<file path="config.mk">
export PLATFORM = sky130hd
export DESIGN_NAME = wr_burst_capture
export DESIGN_NICKNAME = d
export VERILOG_FILES = /design/src/logic/hawk_mem_pkg.sv /design/src/logic/wr_burst_capture.sv
export SDC_FILE = /design/constraint.sdc
export NUM_CORES = 1
export LEC_CHECK = 0
export ABC_AREA = 1
export BUFFER_PORTS_ARGS = -buffer_cell sky130_fd_sc_hd__buf_2
export CAP_MARGIN = 15
export CORE_AREA = 3 3 262 264
export DETAILED_ROUTE_END_ITERATION = 12
export DIE_AREA = 0 0 265 267
export PLACE_DENSITY = 0.3
export SYNTH_ARGS = -nofsm -noshare
export SYNTH_HDL_FRONTEND = slang
export SYNTH_SLANG_ARGS = --single-unit
</file>
<file path="constraint.sdc">
create_clock -name clk -period 3.04 [get_ports clk]
set_clock_uncertainty 0.1 [all_clocks]
set_input_delay 0.152 -clock clk [delete_from_list [all_inputs] [get_ports clk]]
set_output_delay 0.152 -clock clk [all_outputs]
set_load 0.05 [all_outputs]
</file>
<file path="src/logic/hawk_mem_pkg.sv">
package hawk_mem_pkg;

	// bus widths
	localparam int data_w      = 256;        // one beat, half a line
	localparam int strb_w      = data_w / 8; // byte strobes per beat
	localparam int addr_w      = 64;
	localparam int id_w        = 6;
	localparam int len_w       = 8;          // awlen / arlen field
	localparam int line_offs_w = 6;          // 64 byte line

	// payload types
	typedef logic [data_w-1:0] beat_t;
	typedef logic [strb_w-1:0] strb_t;
	typedef logic [addr_w-1:0] axi_addr_t;
	typedef logic [id_w-1:0]   axi_id_t;
	typedef logic [len_w-1:0]  axi_len_t; // beats minus one, only 0 or 1 used

	// read burst engine FSM
	typedef enum logic [1:0] {
		rd_idle,  // waiting on AR
		rd_issue, // one half read per credit
		rd_drain  // waiting for credits to come home
	} rd_state_t;

endpackage

</file>
<file path="src/logic/wr_burst_capture.sv">
module wr_burst_capture import hawk_mem_pkg::*; #(
	parameter int line_depth = 64
) (
	input  logic                          clk,
	input  logic                          rst_n,
	// AW channel
	input  logic                          awvalid,
	output logic                          awready,
	input  axi_id_t                       awid,
	input  axi_addr_t                     awaddr,
	input  axi_len_t                      awlen,
	// W channel
	input  logic                          wvalid,
	output logic                          wready,
	input  beat_t                         wdata,
	input  strb_t                         wstrb,
	// line store write port
	output logic                          wr_en,
	output logic [$clog2(line_depth)-1:0] wr_line,
	output logic                          wr_half,
	output beat_t                         wr_data,
	output strb_t                         wr_strb,
	// completion towards the B queue
	input  logic                          full,
	output logic                          done_valid,
	output axi_id_t                       done_id
);

	localparam int line_w = $clog2(line_depth);

	logic              busy;      // address taken, data beats pending
	logic              beat;      // current beat number, also the half
	logic              last_beat; // beat number of the final beat
	axi_id_t           cur_id;
	logic [line_w-1:0] cur_line;

	// one write address at a time, none while responses are backed up
	assign awready = !busy && !full;
	assign wready  = busy;

	// beats go straight to the store on the handshake edge
	assign wr_en   = busy && wvalid;
	assign wr_line = cur_line;
	assign wr_half = beat;
	assign wr_data = wdata;
	assign wr_strb = wstrb;

	// count decides the end of burst, wlast ignored
	assign done_valid = wr_en && (beat == last_beat);
	assign done_id    = cur_id;

	always_ff @(posedge clk) begin
		if (!rst_n) begin
			busy <= 1'b0;
			beat <= 1'b0;
		end else if (awvalid && awready) begin
			busy <= 1'b1;
			beat <= 1'b0;
		end else if (wr_en) begin
			beat <= beat + 1'b1;
			if (done_valid)
				busy <= 1'b0; // awready back next cycle
		end
	end

	// address payload, captured on AW handshake
	always_ff @(posedge clk) begin
		if (awvalid && awready) begin
			cur_id    <= awid;
			cur_line  <= awaddr[line_offs_w +: line_w]; // wraps modulo line_depth
			last_beat <= (awlen != '0);
		end
	end

endmodule

</file>
Word-level counts from Yosys, hierarchy flattened --
Index checks and enable logic that the tools add are counted.
Word-level totals: input bits 371, word-level logic and storage cells 22, register bits after elaboration 15
Cells by class: reduce and logical (&&, ||, !) cells 11, bitwise operators 1, multiplexer cells 3, add/subtract/negate cells 1, equal/unequal tests 1
Operators by type and width (count):
- 8-bit nonzero test | 1
- 1-bit logical AND | 4
- 2-bit nonzero test | 2
- 1-bit 2-to-1 mux | 3
- 1-bit zero test | 2
- 2-bit AND reduction | 1
- 2-bit OR reduction | 1
- 1-bit adder, second input constant | 1
- 1-bit == test | 1
- 1-bit inverter | 1

Logic depth before layout (Yosys ltp) --
Gate-level depths: netlist of the first run.
word-level depth 5, depth in mapped cells 5, depth with buffers taken out 5

Worst setup path after synthesis of the first run --
No wires, ideal clock.
path type register -> register, start register busy (netlist: wready), end register cur_id[0] (netlist: done_id[0]) (enable), arrival 1.364 ns, slack 1.253 ns, stages on the path, launching flop included 4, library setup time 0.323 ns, cells stage by stage dfxtp_1 > nor2_2 > nand2_2 > inv_2
On the way: cells in the longest elaborated chain, start to end 3
RTL lines:
- start, declared | RTL line wr_burst_capture.sv:31 | logic busy;
- start signal, assigned | RTL line wr_burst_capture.sv:54 | busy <= 1'b0;
- start signal, assigned | RTL line wr_burst_capture.sv:57 | busy <= 1'b1;
- start signal, assigned | RTL line wr_burst_capture.sv:62 | busy <= 1'b0;
- 1-bit zero test | RTL line wr_burst_capture.sv:38 | assign awready = !busy && !full;
- 1-bit logical AND | RTL line wr_burst_capture.sv:38
- net awready | RTL line wr_burst_capture.sv:8 | output logic awready,
- 1-bit logical AND | RTL line wr_burst_capture.sv:68 | if (awvalid && awready) begin
- end signal, assigned | RTL line wr_burst_capture.sv:69 | cur_id <= awid;
- end, declared | RTL line wr_burst_capture.sv:34 | axi_id_t cur_id;
The timed path passes the listed nets, and every way through them passes these cells. A chain may end at the register's enable or synchronous reset.

Worst setup path in the final report of the first run --
start register busy (netlist: wready), end output port done_valid
On the way: cells in the longest elaborated chain, start to end 2
RTL lines:
- 1-bit logical AND | RTL line wr_burst_capture.sv:42 | assign wr_en = busy && wvalid;
- 1-bit logical AND | RTL line wr_burst_capture.sv:49 | assign done_valid = wr_en && (beat == last_beat);
- end, declared | RTL line wr_burst_capture.sv:25 | output logic done_valid,
No other way between the ends.

==> reports/metrics.yaml, run 1 <==
worst_setup_path:
  crit_end: "done_valid"
  rr_startpoint: "wready"
  r2r_cells: 3
  critPathMaxStageDelay_ns: 0.40
  worstPathArrival_ns: 1.21
  rrSetupSlack_ns: 1.75
  path_max_fanout: 4
  critPathSlowestCell: "dfxtp_1"
  critPathKind: "reg -> out"
  startpoint: "wready"
  worstPathRequired_ns: 2.79
  path_cells: "nand2_2, inv_2, nand3_2, inv_1, buf_2"
  end_kind: "primary output"
  worstSetupStartpointType: "flop"
  reg2reg_to: "done_id[3]"
clock_network:
  cts_tree: "yes"
  cts_setup_buffers: 0
  numCtsBuffers: 3
  cts_sinks: 15
  cts_root_buffer: "clkbuf_16"
  clock_path_buffers: 2
  post_cts_resized: 0
  ctsHtreeMaxLevel: 1
  clk_latency_ns: 0.24
  cts.clk_slew.worst_paths_ns: 0.05
global_route:
  grt_max_degree: 15
  grtUsageTotal: 0.0247
  grt_pass1_vias: 1075
  grt_antenna_before_repair: 0
  grt_pass1_wl_microns: 11400
  grt_overflow_total: 0
yosys:
  synth_xor_area_frac: 0.00325
  synth_area_per_cell_sq_um: 8.37
  synth_nets: 693
  yosys.area.top_type: "buf_4"
  synth_cell_types: 13
  synth_compound_area_frac: 0.00186
  syn-cell-area_sq_um: 2700
  synthTopCellsByArea: "buf_4 (80%), edfxtp_1 (14%), dfxtp_1 (1.5%), inv_1 (0.56%), nand2_1 (0.56%)"
  postSynthCellCount: 322
  synth_mux_area_frac: 0
  synth_edf_count: 13
  yosysTopAreaCellShare: 0.802
  yosys_warnings: 0
  yosys.area_share.simple: 0.0246
  synth.most_common_cell: "buf_4"
  synthArstFlopShare: 0
  synth_top_family_by_area: "buffers and inverters"
  netlist_top_cells_count: "buf_4 (288), edfxtp_1 (13), inv_1 (4), nand2_1 (4)"
  synth-seq-cells: 15
  synthAdderAreaFrac: 0
  ys_seq_area_frac: 0.160
  ys.flop_type: "edfxtp_1"
job:
  cap_viol_max_count: 0
timing:
  maxSlewViolCount: 0
  min_period_over_period: 0.481
  rsz0062_at_grt: "no"
  fin_ws_ns: 1.58
  worst_pin_slew_ns: 0.324
  finalCriticalPeriod_ns: 1.46
  maxSlewHeadroom: 0.784
  tns_ns: 0
  report.final.setup_viol: 0
  fmax_mhz: 684
  hold_viol: 0
drt:
  drtAntennaViolNets: 0
  firstDrtPassIters: 2
  vias: 945
  post-route-drc-count: 0
  finalWirelength_microns: 9960
  avgViaCountPerCell: 0.980
  drtIter0Drc: 24
  avgRoutedWirePerCell_microns: 10.3
power:
  power.density_nw_per_um2: 287
  switching_power_uw: 142
  cellLeakagePower_nw: 0.455
  seqPwrFrac: 0.409
  switching_share: 0.243
  p_int_uw: 441
  p_clk_frac: 0.441
  comb_power_share: 0.150
  ir_worst_vdd_v: 0.000121
placement:
  placed_area_sq_um: 1830
  port_buffers: 41
  post-dp-hpwl_microns: 8480
  dp_slack_ns: 1.69
  place_congestion: 0.591
floorplanning:
  io_pins: 676
  rows: 95
  core_area_sq_um: 66800
  initial_utilization: 0.0403
  die_y_microns: 267
  fp.dieW_microns: 265
  dieArea_sq_um: 70800
cells_and_area:
  area_growth_pct: -24.7
  fillers: 7991
  antenna_cells: 0
  drive_gt1_frac: 0.571
  final_cell_area_sq_um: 2030
  fin_nets: 463
status:
  outcome: "completed"
worst_hold_path:
  hold_class: "in -> reg"
  whs_path_depth: 3
==> what timing repair did <==
item | 4_1_cts | 5_1_grt
endpoints found under the hold margin | 12 | 0
setup endpoints to repair | 0 | 0
hold buffers | 12 | 0
==> sequential cells by signal (all words and copies together) (netlist names) <==
name / flops
last_beat: 1
done_id: 6
wr_half: 1
wr_line: 6
wready: 1
==> logic make-up after synthesis <==
family,Yosys count
AO/OA/AOI/OAI,1
buffers and inverters,294
XOR/XNOR,1
flip-flops,15
AND/OR/NAND/NOR,11
==> power groups by stage <==
stage	logic (mW)	clock network (mW)	registers, mW
global placement	0.0755	0	0.243
global route	0.0928	0.274	0.239
detailed placement	0.0764	0	0.243
finish	0.0876	0.257	0.238
CTS	0.0893	0.265	0.239
floorplan	1.04	0	0.272
==> per-stage QoR <==
stage / total power, mW / util / hold slack, ns / std cells
detailed placement: 0.319 / 0.0274 / 0.204 / 948
global route: 0.606 / 0.0304 / 0.111 / 964
finish: 0.583 / 0.0304 / 0.0803 / 964
CTS: 0.593 / 0.0304 / 0.0832 / 964
floorplan: 1.31 / - / 0.151 / 322
global placement: 0.318 / 0.0274 / 0.204 / 948
==> cell type report <==
class | instances | area [sq um] | area share
clock buffers | 3 | 75.1 | 0.0370
clock inverters | 1 | 5.00 | 0.00246
inverters | 6 | 22.5 | 0.0111
multi-input cells | 13 | 80.1 | 0.0394
repair buffers | 53 | 325 | 0.160
flip-flops and latches | 15 | 430 | 0.212
well taps | 873 | 1090 | 0.538
==> layout by cell type (no fill, tap or decap), drive strengths merged <==
cell	Yosys	layout
a21oi	1	1
buf	288	41
clkbuf	0	3
clkinv	0	1
dfxtp	2	2
dlygate4sd3	0	12
edfxtp	13	13
inv	6	6
nand2	6	6
nand3	1	1
nor2	1	1
nor3	1	1
nor4	2	2
xor2	1	1
==> worst min-delay path by stage <==
| stage | end | from |
|---|---|---|
| after global placement | wr_data[0] | wdata[0] |
| final | wready | rst_n |
| after CTS | wready | rst_n |
| after global routing | wready | awvalid |
| after detailed placement | wr_data[0] | wdata[0] |
| after floorplan | done_id[0] | awid[0] |
==> critical path: cells and delay by family (launching register included) <==
kind	cells	cell delay (ns)
buf+inv	3	0.39
flops	1	0.40
simple gates	2	0.17
==> routing by layer <==
| metal | global-route usage | routed length, microns | vias up |
|---|---|---|---|
| met3 | 0.0321 | 3180 | 174 |
| met4 | 0.0606 | 2540 | 0 |
| met2 | 0.0282 | 3270 | 261 |
| met1 | 0.00617 | 977 | 281 |
| met5 | 0 | 0 | - |
| li1 | - | - | 229 |
Note: power is estimated with default switching activity, not from simulation.
==> run 2, diff against run 1 <==
Settings changed: CORE_AREA 3 3 262 264 to 3 3 265 267, DIE_AREA 0 0 265 267 to 0 0 268 270.
Clock period 3.04 ns to 1.4 ns, I/O delays scaled along.
==> run 2 against run 1 <==
Compared with the run above: worst hold slack got worse by 0.040 ns; sequential cell count is the same; wire length down 5.9%; critical path type unchanged; critical endpoint unchanged; largest cell class unchanged; largest power group unchanged.
==> reports/metrics.yaml, run 2 (same netlist as run 1, synthesis figures left out) <==
clock_network:
  cts.clk_slew.worst_paths_ns: 0.05  # about the same
  cts_setup_buffers: 0  # unchanged
  numCtsBuffers: 3  # unchanged
  cts_sinks: 15  # unchanged
  ctsHtreeMaxLevel: 1  # unchanged
  cts_root_buffer: "clkbuf_16"
  cts_tree: "yes"
  clk_latency_ns: 0.24  # about the same
  clock_path_buffers: 2  # unchanged
global_route:
  grt_antenna_before_repair: 0  # unchanged
  grt_overflow_total: 0  # unchanged
  grtUsageTotal: 0.0227  # -0.00201
  grt_pass1_wl_microns: 10800  # -4.8%
  grt_max_degree: 15  # unchanged
  grt_pass1_vias: 1121  # +4.3%
floorplanning:
  dieArea_sq_um: 72400  # +2.3%
  initial_utilization: 0.0394  # -0.000911
  rows: 96  # +1.1%
  fp.dieW_microns: 268  # +1.1%
  io_pins: 676  # unchanged
  core_area_sq_um: 68300  # +2.3%
  die_y_microns: 270  # +1.1%
worst_hold_path:
  hold_class: "in -> out"
power:
  ir_worst_vdd_v: 0.000504  # +320%
  p_int_uw: 965  # +120%
  seqPwrFrac: 0.414  # +0.005
  comb_power_share: 0.155  # +0.005
  cellLeakagePower_nw: 0.447  # -1.7%
  switching_share: 0.231  # -0.0119
  switching_power_uw: 291  # +100%
  p_clk_frac: 0.431  # -0.010
  power.density_nw_per_um2: 606  # +110%
status:
  outcome: "completed"
cells_and_area:
  final_common_cell: "buf_2"
  final_cell_mix: "buf_2 (40), edfxtp_1 (13), dlygate4sd3_1 (13), nand2_1 (4)"
  drive_gt1_frac: 0.587  # +0.0155
  antenna_cells: 0  # unchanged
  area_growth_pct: -23.1
  final_cell_area_sq_um: 2070  # +2.0%
  fillers: 8076  # +1.1%
  fin_nets: 464  # +0.22%
  regArea_sq_um: 435  # +1.2%
  multi_input_area_sq_um: 85.1  # +6.2%
worst_setup_path:
  cpLargestDelayFamily: "flip-flops"
  critPathKind: "reg -> out"
  critPathMaxStageDelay_ns: 0.39  # about the same
  worstPathRequired_ns: 1.23  # -1.56 ns
  worstSetupStartpointType: "flop"
  critPathSlowestCell: "edfxtp_1"
  worstPathArrival_ns: 1.12  # -0.09 ns
  end_kind: "primary output"
  path_max_fanout: 2  # -2
  path_cells: "inv_1, nand2_1, nand3_2, clkinvlp_4, buf_4"
  path_buf_inv: 3  # unchanged
timing:
  rsz0062_at_grt: "no"
  fmax_mhz: 775
  maxSlewViolCount: 0  # unchanged
  hold_viol: 0  # unchanged
  finalCriticalPeriod_ns: 1.29
  maxSlewHeadroom: 0.828  # +0.0444
  min_period_over_period: 0.922
  report.final.setup_viol: 0  # unchanged
  tns_ns: 0  # unchanged
  fin_ws_ns: 0.109  # -1.47 ns
  worst_pin_slew_ns: 0.256  # -0.0684 ns
  hold_slack_ns: 0.0400  # -0.0403 ns
drt:
  finalWirelength_microns: 9380  # -5.9%
  drtAntennaViolNets: 0  # unchanged
  post-route-drc-count: 0  # unchanged
  firstDrtPassIters: 3  # +1
  avgRoutedWirePerCell_microns: 9.63  # -6.9%
  avgViaCountPerCell: 0.979  # about the same
  drtIter0Drc: 17  # -29%
  vias: 954  # +0.95%
placement:
  port_buffers: 41  # unchanged
  placed_area_sq_um: 1860  # +1.6%
  post-dp-hpwl_microns: 7870  # -7.2%
  place_congestion: 0.519  # -12%
  dp_slack_ns: 0.240  # -1.45 ns
job:
  cap_viol_max_count: 0  # unchanged
[run 2: changes by cell type in the layout (fill, tap and decap cells not counted)]
cell / previous run / this run
nor2_2: 1 / 0
inv_6: 0 / 1
inv_2: 2 / 1
dfxtp_4: 0 / 1
dfxtp_1: 2 / 0
dfxtp_2: 0 / 1
nor2_4: 0 / 1
buf_2: 41 / 40
clkinv_2: 1 / 0
buf_4: 0 / 1
clkinvlp_4: 0 / 1
dlygate4sd3_1: 12 / 13
clkbuf_1: 0 / 1
inv_1: 4 / 3
[run 2: per-layer routing]
layer / GRT usage / wire length (microns) / vias to the layer above
li1: - / - / 232
met1: 0.00847 / 1440 / 299
met2: 0.0299 / 3400 / 255
met3: 0.0259 / 2600 / 168
met4: 0.0445 / 1930 / 0
met5: 0 / 0 / -
[run 2: path summary, 6_finish.rpt]
check             slack (ns)  startpoint            to  cells past startpoint
setup / recovery        0.11   last_beat    done_valid                      5
hold / removal          0.04  wdata[177]  wr_data[177]                      0
hold reg to reg         0.41      wready        wready                      2
setup reg to reg        0.34      wready    wr_line[5]                      3
[run 2: final cells by class]
type                    instances  share of cell area
well taps                     882               0.533
flip-flops and latches         15               0.210
repair buffers                 54               0.163
multi-input cells              13              0.0411
clock buffers                   4              0.0380
inverters                       6              0.0151
[run 2: metrics by stage]
| stage | cells | util | power, mW |
|---|---|---|---|
| final | 974 | 0.0303 | 1.26 |
| after global routing | 974 | 0.0303 | 1.31 |
| after CTS | 974 | 0.0303 | 1.28 |
| after detailed placement | 957 | 0.0272 | 0.695 |
| after global placement | 957 | 0.0272 | 0.699 |
| after floorplan | 322 | - | 2.85 |
[run 2: what timing repair did]
item,CTS,global route
pin swaps,0,0
resized for setup,1,1
endpoints found under the hold margin,14,0
setup endpoints to repair,1,1
hold buffers,13,0
cloned,0,0
[run 2: power groups by stage]
stage | combinational (mW) | clock [mW] | sequential, mW
6_report | 0.194 | 0.541 | 0.520
2_1_floorplan | 2.26 | 0 | 0.591
5_1_grt | 0.207 | 0.580 | 0.523
4_1_cts | 0.197 | 0.558 | 0.521
3_5_place_dp | 0.166 | 0 | 0.529
3_3_place_gp | 0.169 | 0 | 0.530
[run 2: worst register-to-register path, stage by stage, from the launching register on]
cell and delay, ns:
dfxtp_4 0.36, nor2_4 0.08, nand2_2 0.09, inv_6 0.14
==> run 3, diff against run 2 <==
Settings changed: CTS_BUF_LIST set to sky130_fd_sc_hd__clkbuf_8.
==> run 3 against run 2 <==
Compared with the run above: global-route usage down 0.063 points; power fell by 17%; maximum frequency is 0.96% lower; sequential share of layout area rose by 0.35 points; sequential power about the same; wire length decreased by 2.3%; via count rose by 1.2%; critical endpoint unchanged; clock-buffer cell count down 1; cell count did not move.
==> reports/metrics.yaml, run 3 (same netlist as run 1, synthesis figures left out) <==
worst_setup_path:
  end_kind: "primary output"
  worstPathRequired_ns: 1.23  # about the same
  critPathKind: "reg -> out"
  path_max_fanout: 2  # unchanged
  critPathSlowestCell: "edfxtp_1"
  worstPathArrival_ns: 1.13  # about the same
  worstSetupStartpointType: "flop"
  critPathMaxStageDelay_ns: 0.40  # about the same
  path_cells: "inv_1, nand2_1, nand3_2, clkinvlp_4, buf_4"
floorplanning:
  io_pins: 676  # unchanged
  initial_utilization: 0.0394  # unchanged
  core_area_sq_um: 68300  # unchanged
  die_y_microns: 270  # unchanged
  rows: 96  # unchanged
  fp.dieW_microns: 268  # unchanged
  dieArea_sq_um: 72400  # unchanged
clock_network:
  clock_path_buffers: 2  # unchanged
  cts_root_buffer: "clkbuf_8"
  cts.clk_slew.worst_paths_ns: 0.05  # about the same
  clk_latency_ns: 0.24  # about the same
  cts_tree: "yes"
  ctsHtreeMaxLevel: 1  # unchanged
  cts_setup_buffers: 0  # unchanged
  cts_sinks: 15  # unchanged
  numCtsBuffers: 3  # unchanged
cells_and_area:
  antenna_cells: 0  # unchanged
  final_common_cell: "buf_2"
  fin_nets: 464  # unchanged
  drive_gt1_frac: 0.587  # unchanged
  final_cell_mix: "buf_2 (40), edfxtp_1 (13), dlygate4sd3_1 (13), nand2_1 (4), inv_1 (4)"
  area_growth_pct: -24.4
power:
  cellLeakagePower_nw: 0.436  # -2.5%
  power.density_nw_per_um2: 513  # -15%
  ir_worst_vdd_v: 0.000372  # -26%
timing:
  maxSlewViolCount: 0  # unchanged
  worst_pin_slew_ns: 0.255  # -0.000205 ns
  min_period_over_period: 0.931  # +0.00891
  finalCriticalPeriod_ns: 1.30  # +0.0125 ns
  tns_ns: 0  # unchanged
  maxSlewHeadroom: 0.828  # about the same
  hold_slack_ns: 0.0400  # unchanged
  fmax_mhz: 767  # -0.96%
  hold_viol: 0  # unchanged
  rsz0062_at_grt: "no"
  report.final.setup_viol: 0  # unchanged
status:
  outcome: "completed"
global_route:
  grt_antenna_before_repair: 0  # unchanged
  grt_pass1_vias: 1122  # +0.089%
  grtUsageTotal: 0.0221  # -0.000631
  grt_overflow_total: 0  # unchanged
  grt_pass1_wl_microns: 10500  # -2.7%
  grt_max_degree: 15  # unchanged
drt:
  drtIter0Drc: 23  # +6
  avgViaCountPerCell: 0.991  # +1.2%
  post-route-drc-count: 0  # unchanged
  vias: 965  # +1.2%
  firstDrtPassIters: 3  # unchanged
  drtAntennaViolNets: 0  # unchanged
  avgRoutedWirePerCell_microns: 9.41  # -2.3%
  finalWirelength_microns: 9170  # -2.3%
placement:
  place_congestion: 0.519  # unchanged
  post-dp-hpwl_microns: 7870  # unchanged
  port_buffers: 41  # unchanged
job:
  cap_viol_max_count: 0  # unchanged
worst_hold_path:
  hold_class: "in -> out"
[run 3: cell types whose count changed in the layout (fill, tap and decap cells not counted), sizes merged]
cell / before / now
clkbuf: 4 / 3
inv: 5 / 6
[run 3: per-layer routing]
layer  part of all wire  track usage
met1               0.15      0.00847
met2               0.39       0.0318
met3               0.26       0.0229
met5                  0            0
met4               0.19       0.0405
[run 3: path summary, 6_finish.rpt]
kind	from	to	slack, ns	cells after the start
max reg2reg	wready	wr_line[5]	0.33	3
min reg2reg	wready	wready	0.41	2
min	wdata[239]	wr_data[239]	0.04	0
max	last_beat	done_valid	0.1	5
[run 3: area by class of cell]
class                      instances  area, sq um
clock buffer                       3         41.3
tap                              882         1100
sequential                        15          435
fill                            8078        66300
inverter                           6         31.3
clock inverter                     1         3.75
multi-input combinational         13         85.1
timing repair buffer              54          338
[run 3: critical path, delay by kind of cell (launching register included)]
kind          cells  cell delay (ns)
flops             1             0.40
buf+inv           3             0.33
simple gates      2             0.16
[run 3: timing repair]
action | CTS | global route
endpoints found under the setup margin | 1 | 1
endpoints found under the hold margin | 14 | 0
hold buffers | 13 | 0
resized for setup | 1 | 1
[run 3: report_power, final]
group / total (mW) / switching (mW) / internal (mW) / leakage (nW)
registers: 0.519 / 0.00993 / 0.509 / 0.137
clock network: 0.331 / 0.138 / 0.194 / 0.0269
logic: 0.194 / 0.124 / 0.0705 / 0.272
total: 1.04 / 0.271 / 0.773 / 0.436
[run 3: through the flow]
stage	worst slack (ns)	power [mW]	area, sq um	utilization	cells
after CTS	0.0450	1.06	2040	0.0298	974
after floorplan	0.0301	2.85	2710	-	322
after detailed placement	0.240	0.695	1860	0.0272	957
final	0.0966	1.04	2040	0.0298	974
after global placement	0.242	0.699	1860	0.0272	957
after global routing	0.0148	1.09	2040	0.0298	974
